--- src/design/decodePkg.sv ---
// Shared types for the instruction decode stage.
// Holds the 40-bit instruction layout, the opcode and flow-kind encodings
// and the packed records that travel between fetch, the two decoders,
// the merge block and the output stage.
// Modules take these definitions with a wildcard import in their header.

package decodePkg;

	// ==================================================
	// Basic scalar types
	// ==================================================

	// Register number, 64 architectural registers
	typedef logic [5:0] regNum_t;

	// Byte address used for the program counter and branch targets
	typedef logic [31:0] pcAddr_t;

	// ==================================================
	// Instruction format and opcodes
	// ==================================================

	// Opcode values understood by the decoder
	// Anything not listed here behaves like a NOP and writes nothing
	typedef enum logic [6:0] {
		OP_SYS   = 7'h00,
		OP_ADD   = 7'h02,
		OP_ADDI  = 7'h04,
		OP_LOAD  = 7'h10,
		OP_STORE = 7'h11,
		OP_JSR   = 7'h20,
		OP_DBRA  = 7'h21,
		OP_Bcc   = 7'h22,
		OP_BSR   = 7'h23,
		OP_RTD   = 7'h24,
		OP_NOP   = 7'h3F
	} opcode_e;

	// One 40-bit instruction, opcode in the low bits and imm at the top
	// The opcode is kept as raw bits so that undefined values survive intact
	typedef struct packed {
		logic [14:0] imm;
		regNum_t     rb;
		regNum_t     ra;
		regNum_t     rt;
		logic [6:0]  opcode;
	} instruction_t;

	// What fetch delivers each cycle, 72 bits in total
	typedef struct packed {
		pcAddr_t      pc;
		instruction_t instr;
	} fetchPacket_t;

	// ==================================================
	// Decoder results
	// ==================================================

	// Classes of flow-control instruction
	typedef enum logic [2:0] {
		FK_NONE = 3'd0,
		// Conditional branch
		FK_COND = 3'd1,
		// Decrement and branch
		FK_DBRA = 3'd2,
		// BSR and JSR both save a return address
		FK_CALL = 3'd3,
		FK_RET  = 3'd4,
		FK_SYS  = 3'd5
	} flowKind_e;

	// Output of the flow-control decoder
	typedef struct packed {
		logic      isFlowCtrl;
		flowKind_e kind;
		// Target is pc plus the immediate
		logic      pcRelative;
	} flowInfo_t;

	// Output of the operand decoder
	typedef struct packed {
		regNum_t     ra;
		logic        useRa;
		regNum_t     rb;
		logic        useRb;
		regNum_t     rtDefault;
		logic        writesRt;
		logic [63:0] imm64;
	} operandInfo_t;

	// Full decoded record handed to the next pipeline stage
	typedef struct packed {
		pcAddr_t     pc;
		logic [6:0]  opcode;
		flowInfo_t   flow;
		regNum_t     ra;
		logic        useRa;
		regNum_t     rb;
		logic        useRb;
		regNum_t     rt;
		logic        writesRt;
		logic [63:0] imm64;
		pcAddr_t     target;
		logic        targetValid;
	} decoded_t;

endpackage

--- src/design/pipeStage.sv ---
// One-entry pipeline register with a valid/ready handshake.
// The payload type is a parameter so the same stage buffers fetch packets
// on the way in and decoded records on the way out.
// Upstream ready is combinational: the stage accepts when it is empty or
// when its current item leaves in the same cycle.

`timescale 1ns/1ps

module pipeStage #(
	parameter type payload_t = logic [7:0]
) (
	input  logic     clk,
	input  logic     rstN,
	input  logic     inValid,
	output logic     inReady,
	input  payload_t inData,
	output logic     outValid,
	input  logic     outReady,
	output payload_t outData
);

	// Set while the stage holds an item
	logic full;
	// Buffered payload, only meaningful while full is set
	payload_t data;

	// Room exists if empty, or if the held item is taken this cycle
	assign inReady  = !full || outReady;
	assign outValid = full;
	assign outData  = data;

	// Valid bit follows the input whenever the stage can move
	// An item leaving with nothing behind it clears the bit
	always_ff @(posedge clk)
	begin
		if (!rstN)
			full <= 1'b0;
		else if (inReady)
			full <= inValid;
	end

	// Payload loads on every accepted transfer
	always_ff @(posedge clk)
	begin
		if (inReady && inValid)
			data <= inData;
	end

endmodule

--- src/design/flowCtrlDecode.sv ---
// Flow-control half of the decode stage.
// Flags jumps, branches, calls, returns and system calls and tells them
// apart, so later stages can steer the return stack and the branch unit.
// Purely combinational, it runs in parallel with the operand decoder.

`timescale 1ns/1ps

module flowCtrlDecode import decodePkg::*; (
	input  instruction_t instr,
	output flowInfo_t    flow
);

	// Classify one instruction by its opcode alone
	function automatic flowInfo_t fnClassify(input instruction_t ir);
		flowInfo_t fi;
		fi.isFlowCtrl = 1'b0;
		fi.kind       = FK_NONE;
		fi.pcRelative = 1'b0;
		case (ir.opcode)
		OP_SYS:
			begin
				fi.isFlowCtrl = 1'b1;
				fi.kind       = FK_SYS;
			end
		// Register-indirect call, target comes from ra at execute
		OP_JSR:
			begin
				fi.isFlowCtrl = 1'b1;
				fi.kind       = FK_CALL;
			end
		OP_DBRA:
			begin
				fi.isFlowCtrl = 1'b1;
				fi.kind       = FK_DBRA;
				fi.pcRelative = 1'b1;
			end
		OP_Bcc:
			begin
				fi.isFlowCtrl = 1'b1;
				fi.kind       = FK_COND;
				fi.pcRelative = 1'b1;
			end
		// Subroutine call with a pc-relative displacement
		OP_BSR:
			begin
				fi.isFlowCtrl = 1'b1;
				fi.kind       = FK_CALL;
				fi.pcRelative = 1'b1;
			end
		// Return, address is taken from a register
		OP_RTD:
			begin
				fi.isFlowCtrl = 1'b1;
				fi.kind       = FK_RET;
			end
		default:
			fi.isFlowCtrl = 1'b0;
		endcase
		return fi;
	endfunction

	assign flow = fnClassify(instr);

endmodule

--- src/design/operandDecode.sv ---
// Operand half of the decode stage.
// Pulls out the register fields, says which sources are read, picks the
// default destination for ordinary operations and sign-extends the
// immediate to the full 64-bit data width.
// Flow-control destinations are not settled here, the merge block does that.

`timescale 1ns/1ps

module operandDecode import decodePkg::*; (
	input  instruction_t instr,
	output operandInfo_t ops
);

	always_comb
	begin
		// ==================================================
		// Field extraction
		// ==================================================

		// Register fields are passed on as they are, use flags say if they matter
		ops.ra        = instr.ra;
		ops.rb        = instr.rb;
		ops.rtDefault = instr.rt;

		// Copy the sign bit of the 15-bit immediate into the upper 49 bits
		ops.imm64 = {{49{instr.imm[14]}}, instr.imm};

		// ==================================================
		// Source and destination use
		// ==================================================

		ops.useRa    = 1'b0;
		ops.useRb    = 1'b0;
		ops.writesRt = 1'b0;
		case (instr.opcode)
		// Register-register arithmetic
		OP_ADD:
			begin
				ops.useRa    = 1'b1;
				ops.useRb    = 1'b1;
				ops.writesRt = 1'b1;
			end
		OP_ADDI:
			begin
				ops.useRa    = 1'b1;
				ops.writesRt = 1'b1;
			end
		// Address is ra plus imm
		OP_LOAD:
			begin
				ops.useRa    = 1'b1;
				ops.writesRt = 1'b1;
			end
		// Address from ra, store data from rb
		OP_STORE:
			begin
				ops.useRa = 1'b1;
				ops.useRb = 1'b1;
			end
		// Bcc compares ra against rb
		OP_Bcc:
			begin
				ops.useRa = 1'b1;
				ops.useRb = 1'b1;
			end
		// JSR jumps through ra, DBRA counts in ra, RTD returns through ra
		OP_JSR, OP_DBRA, OP_RTD:
			ops.useRa = 1'b1;
		// BSR, SYS, NOP and undefined opcodes read and write nothing here
		default:
			ops.useRa = 1'b0;
		endcase
	end

endmodule

--- src/design/decodeMerge.sv ---
// Merge block of the decode stage.
// Joins the flow-control and operand results with the fetch packet into
// one decoded record. Calls and DBRA get their destination from the flow
// kind, other flow instructions write nothing, and pc-relative branches
// get their target address computed here.

`timescale 1ns/1ps

module decodeMerge import decodePkg::*; #(
	// Register that receives the return address of a call
	parameter regNum_t LinkReg = 6'd1
) (
	input  fetchPacket_t pkt,
	input  flowInfo_t    flow,
	input  operandInfo_t ops,
	output decoded_t     dec
);

	always_comb
	begin
		// Start from the plain copy of both decoder results
		dec.pc       = pkt.pc;
		dec.opcode   = pkt.instr.opcode;
		dec.flow     = flow;
		dec.ra       = ops.ra;
		dec.useRa    = ops.useRa;
		dec.rb       = ops.rb;
		dec.useRb    = ops.useRb;
		dec.rt       = ops.rtDefault;
		dec.writesRt = ops.writesRt;
		dec.imm64    = ops.imm64;

		// Destination is decided by the flow kind alone
		case (flow.kind)
		// Return address goes to the link register
		FK_CALL:
			begin
				dec.rt       = LinkReg;
				dec.writesRt = 1'b1;
			end
		// The decremented counter is written back into ra
		FK_DBRA:
			begin
				dec.rt       = ops.ra;
				dec.writesRt = 1'b1;
			end
		FK_COND, FK_RET, FK_SYS:
			dec.writesRt = 1'b0;
		// Ordinary operation, the operand decoder already chose
		default:
			dec.writesRt = ops.writesRt;
		endcase

		// Branch target only exists for pc-relative flow
		if (flow.pcRelative)
		begin
			dec.target      = pkt.pc + ops.imm64[31:0];
			dec.targetValid = 1'b1;
		end
		else
		begin
			dec.target      = '0;
			dec.targetValid = 1'b0;
		end
	end

endmodule

--- src/design/decodeUnit.sv ---
// Top level of the instruction decode stage.
// Fetch packets enter through an input stage, are decoded by the flow and
// operand decoders side by side, merged, and leave through an output stage.
// Both ends use a valid/ready handshake and a result appears two edges
// after its packet is accepted. Up to two instructions are in flight.

`timescale 1ns/1ps

module decodeUnit import decodePkg::*; #(
	// Link register for calls, passed to the merge block
	parameter regNum_t LinkReg = 6'd1
) (
	input  logic         clk,
	input  logic         rstN,
	input  logic         inValid,
	output logic         inReady,
	input  fetchPacket_t inPkt,
	output logic         outValid,
	input  logic         outReady,
	output decoded_t     outDec
);

	// Packet held by the input stage and its handshake to the output stage
	fetchPacket_t stgPkt;
	logic         stgValid;
	logic         stgReady;

	// Decoder results and the merged record
	flowInfo_t    flow;
	operandInfo_t ops;
	decoded_t     mergedDec;

	// ==================================================
	// Input stage and decoders
	// ==================================================

	pipeStage #(.payload_t(fetchPacket_t)) stageIn (
		.clk(clk), .rstN(rstN),
		.inValid(inValid), .inReady(inReady), .inData(inPkt),
		.outValid(stgValid), .outReady(stgReady), .outData(stgPkt)
	);

	flowCtrlDecode uFlow (.instr(stgPkt.instr), .flow(flow));

	operandDecode uOps (.instr(stgPkt.instr), .ops(ops));

	decodeMerge #(.LinkReg(LinkReg)) uMerge (
		.pkt(stgPkt), .flow(flow), .ops(ops), .dec(mergedDec)
	);

	// Decoded record is registered before it leaves the unit
	pipeStage #(.payload_t(decoded_t)) stageOut (
		.clk(clk), .rstN(rstN),
		.inValid(stgValid), .inReady(stgReady), .inData(mergedDec),
		.outValid(outValid), .outReady(outReady), .outData(outDec)
	);

endmodule

--- config.mk ---
export PLATFORM = sky130hd
export DESIGN_NAME = decodeUnit
export DESIGN_NICKNAME = d
export VERILOG_FILES = /design/src/design/decodePkg.sv /design/src/design/pipeStage.sv /design/src/design/flowCtrlDecode.sv /design/src/design/operandDecode.sv /design/src/design/decodeMerge.sv /design/src/design/decodeUnit.sv
export SDC_FILE = /design/constraint.sdc
export NUM_CORES = 1
export LEC_CHECK = 0
export CORE_MARGIN = 10
export CORE_UTILIZATION = 50
export DETAILED_ROUTE_END_ITERATION = 10
export DONT_BUFFER_PORTS = 1
export PLACE_DENSITY = 0.62
export SYNTH_ARGS = -nofsm -noshare
export SYNTH_HDL_FRONTEND = slang
export SYNTH_SLANG_ARGS = --single-unit
--- constraint.sdc ---
create_clock -name clk -period 23.9 [get_ports clk]
set_input_delay 5.975 -clock clk [delete_from_list [all_inputs] [get_ports clk]]
set_output_delay 5.975 -clock clk [all_outputs]
set_load 0.05 [all_outputs]
# Word level (Yosys, flattened, before mapping)
# Cells that the tools add are included.
[word_totals] regBits=187 word_cells=61
[op_classes] addsub=1 n_eq_ne=14 muxes=9 reduce_logical=15
[ops] cell="7-bit by 6-bit == test with 1-bit output (second input constant)" n=5
[ops] cell="32-bit adder" n=1
[ops] cell="3-bit case mux with 5 select lines" n=1
[ops] cell="7-bit by 5-bit == test with 1-bit output (second input constant)" n=2
[ops] cell="6-bit case mux with 2 select lines" n=1
[ops] cell="3-bit OR reduction" n=4
[ops] cell="8-bit OR reduction" n=1
[ops] cell="7-bit by 2-bit == test with 1-bit output (second input constant)" n=1
[ops] cell="7-bit by 3-bit == test with 1-bit output (second input constant)" n=1
[ops] cell="7-bit zero test" n=1
[ops] cell="3-bit by 2-bit == test with 1-bit output (second input constant)" n=2
[ops] cell="3-bit == test (second input constant)" n=2
[ops] cell="1-bit 2-to-1 mux" n=6
[ops] cell="6-bit OR reduction" n=1
[ops] cell="2-bit OR reduction" n=2
[ops] cell="3-bit by 1-bit == test with 1-bit output (second input constant)" n=1
[ops] cell="1-bit logical AND" n=2
[ops] cell="1-bit zero test" n=2
[ops] cell="1-bit logical OR" n=2
[ops] cell="1-bit case mux with 2 select lines" n=1

# Depth between registers and ports, before layout
[depth] depth_word=6 ltp_mapped=9

# Cells and area by module
# From an unflattened synthesis, not the netlist that was laid out.
[hier_totals] hier_cells=809 area_unflattened_um2=11148.2
[modules_own_cells] module="pipeStage at stageOut" n_inst=1 cells_per_inst=167 area_each_um2=4922.2
[modules_own_cells] module="decodeMerge" n_inst=1 cells_per_inst=452 area_each_um2=3165.5
[modules_own_cells] module="pipeStage at stageIn" n_inst=1 cells_per_inst=77 area_each_um2=2219.6
[modules_own_cells] module="operandDecode" n_inst=1 cells_per_inst=99 area_each_um2=724.4
[modules_own_cells] module="flowCtrlDecode" n_inst=1 cells_per_inst=14 area_each_um2=116.4

# Least setup slack after synthesis
# No wires, ideal clock.
[synth_path] path_kind="input to output" startpoint="input outReady" endpoint="output inReady" arrival_ns=6.499 slack_ns=11.426 cell_stages=2 n_path_buf=0 cell_sequence="nor2b_1 nand2_1"
[synth_between] elab_chain_cells=2
[synth_lines] element="start, declared" line_no="decodeUnit.sv:19" text="input logic outReady,"
[synth_lines] element="1-bit logical OR (2 in series)" line_no="pipeStage.sv:28" text="assign inReady = !full || outReady;"
[synth_lines] element="end, declared" line_no="decodeUnit.sv:16" text="output logic inReady,"
# Every way passes these cells.

# Worst setup path in the final report
# Same ends and word-level chain as after synthesis.

==> results.md <==
- VDD IR-drop max: 0.0555 mV
- Register-to-Register Path Depth: 8
- Seq. cell area: 0.00557 mm²
- Final Hold Viols: 0
- Height of the die: 147 µm
- Layout cell share with drive strength beyond 1: around 10%
- Post-CTS setup buffer count: 0
- Setup Skew: between 9 and 10 ps
- Crit-path slowest cell: nand2_1
- Final Non-Filler Cells: roughly 750
- Port Buf Inserts: 0
- WL per Instance: between 20 and 25 µm
- I/O Pins: between 200 and 250
- Post-Syn Area: 0.00811 mm²
- Die area: 0.0217 mm²
- Post-detail-place hpwl: 11.9 mm
- Total Routing Usage GR: between 10% and 20%
- RSZ-0062 raised after global routing: no
- Fmax: slightly below 80 MHz
- Power Density: 90.0 mW/mm²
- Max Cap Viol: 0
- DR vias/cell: ~5.6
- H-tree depth: 4
- CTS root buf: clkbuf_16
- # setup viols final: 0
- CTS Buf Count: 17
- Crit-path leading delay family: simple AND/OR/NAND/NOR gates
- Critical path class: in2out
- Largest net degree at the start of global routing: 73
- Synth async-reset ratio: 0%
- Row Count: 46
- CTS resizes: 0
- Syn Area/Cell: between 10 and 15 µm²
- Fin worst setup slack: between 10000 and 15000 ps
- EDFF count, synth: 184
- CP peak stage delay: about 400 ps
- Fin util: 54.2%
- Final WL: between 15 and 20 mm
- Data required, critical path: 17930 ps
- Seq cells post-synth: 186
- Initial core utilization: 51.1%
- Drt drc: 0
- Multi-input logic area: 0.00207 mm²
- Slew Limit Fails: 0
- CTS Hold Bufs: 0
- Vias in the first global route: 4292
- Actual slew at the worst max-slew pin: 949 ps
- Clock transition at path regs: 70 ps
- WHS Path Cells: 0
- Fin crit period: about 13000 ps
- Post-Syn Instances: 556
- Die X: around 150 µm
- GR Overflow Total: 0
- First-pass GRT wire length: 25.3 mm
- Post-DRT Antenna Nets: 0
- Via count: between 4000 and 5000
- Dpl ws: around 11000 ps
- Post-Syn Nets: 664
- Worst Path Buf+Inv: 0
- Unique masters post-synth: just under 60
- Synthesis warning total: 0
- Crit end category: output port
- Initial DRC count: 280
- Pre-Repair DR Iteration Count: 4
- Setup TNS Final: 0 ps
- Routability Congestion: 0.893
- Max transition margin: 36.8%
- Post-synth top flop: edfxtp_1
- Min-Delay Path Class: reg2reg
- Clock Sinks: 186
- CTS tree: built
- Core area: around 0.016 mm²
- CP cell instances: nor2b_1 -> nand2_1
- Leakage power: 2.93 nW
- Sequential cell area fraction in the yosys report: 68.6%
- WP data arrival: 6670 ps
- Cell depth of the worst setup path: 2
- Placed cell count: 718
- Status: complete, no violations
- FILL cells: 1316
- Initial antenna violation count: 3
- Critical Path Start Type: input pin
- Clock latency on the worst-skew pair: ~430 ps
- Longest Clk Path Bufs: 2
- Count of nets after finishing: 629
- Final Cycle Share: between 50% and 60%
- Area Growth Syn to Fin: 6.15%
- CP Max Fanout: 4
## cells in the final DEF (no fill, tap or decap), types with 3 or more instances in the layout
cell and count:
o21ai_2 3, nor2_1 44, o21a_1 3, nor3_1 9, o21bai_1 4, a22o_1 5, nor2b_1 4, nor4_1 4
a21oi_1 40, inv_8 3, inv_1 7, o22ai_1 4, diode_2 3, a21oi_2 3, and2_1 5, buf_12 3
edfxtp_1 184, nand2b_1 4, nand2_1 25, nand3_1 6, ha_1 31, a21o_1 10, xnor2_1 15, clkbuf_16 17
inv_6 3, o21ai_0 19, nand4_1 6, a21boi_0 3, buf_4 3, a211oi_1 8, xor2_1 15
## through the flow
step | hold slack, ps | instance area [µm²] | total power (W)
after floorplan | 400 | 8110 | 0.000495
after global placement | 401 | 8020 | 0.000505
after detailed placement | 412 | 8020 | 0.000506
after CTS | 422 | 8600 | 0.000782
after global routing | 436 | 8610 | 0.000804
final | 422 | 8610 | 0.000775
## final cells by class
cell class                 instances  area share [%]
timing repair buffer               6           0.959
sequential                       186            64.6
clock inverter                    14            1.82
inverter                           7           0.305
tap                              216            3.14
antenna                            3          0.0872
multi-input combinational        303            24.1
clock buffer                      18            4.98
## path summary, 6_finish.rpt
kind	startpoint	endpoint	slack [ps]
hold reg to reg	stageIn.outData[21]	stageOut.outData[107]	420
hold / removal	stageIn.outData[21]	stageOut.outData[107]	420
setup / recovery	outReady	inReady	11250
setup reg to reg	stageIn.outData[39]	stageOut.outData[32]	20840
## metal layers
layer  up-vias  GRT usage [%]  wire length, µm
met5         -              0                0
met4         0           5.75              291
met3        18           8.42             1770
met2       180           23.9             7880
met1      2002           17.0             6710
li1       2001              -                -
## cells in the mapped netlist (3+ instances only)
library cell	instances	area, µm²
nor4_1	4	25.0
xor2_1	15	131
a22o_1	5	43.8
nor3_1	9	45.0
nand2b_1	4	25.0
nand2_1	25	93.8
o22ai_1	4	25.0
o21bai_1	4	30.0
nand4_1	6	37.5
nor2_1	44	165
buf_4	53	398
a21o_1	10	75.1
o21ai_0	19	95.1
a21boi_0	3	22.5
nand3_1	6	30.0
a21oi_1	40	200
xnor2_1	15	131
ha_1	31	388
inv_1	7	26.3
and2_1	6	37.5
nor2b_1	5	31.3
a211oi_1	8	60.1
buf_6	3	33.8
edfxtp_1	184	5530
o21a_1	3	22.5
a21oi_2	3	26.3
## power by group
group | internal [W] | switching (W) | total, W
registers | 0.000379 | 0.0000419 | 0.000421
logic | 0.0000238 | 0.0000539 | 0.0000777
clock network | 0.000148 | 0.000128 | 0.000277
## sequential cells by signal (all words and copies together) (netlist names)
signal,count
stageOut.outValid,1
stageOut.outData,112
stageIn.outData,72
stageIn.outValid,1
## logic make-up after synthesis
group                      count (synthesis)  synth area share, %
AOI/OAI and AO/OA                        120                 9.79
xor gates and xnor gates                  30                 3.24
adders and majority gates                 32                 5.03
buffers and inverters                     67                 6.00
DFF                                      186                 68.6
muxes                                      1                0.123
and+or+nand+nor                          120                 7.22
(Power assumes the default switching activity.)
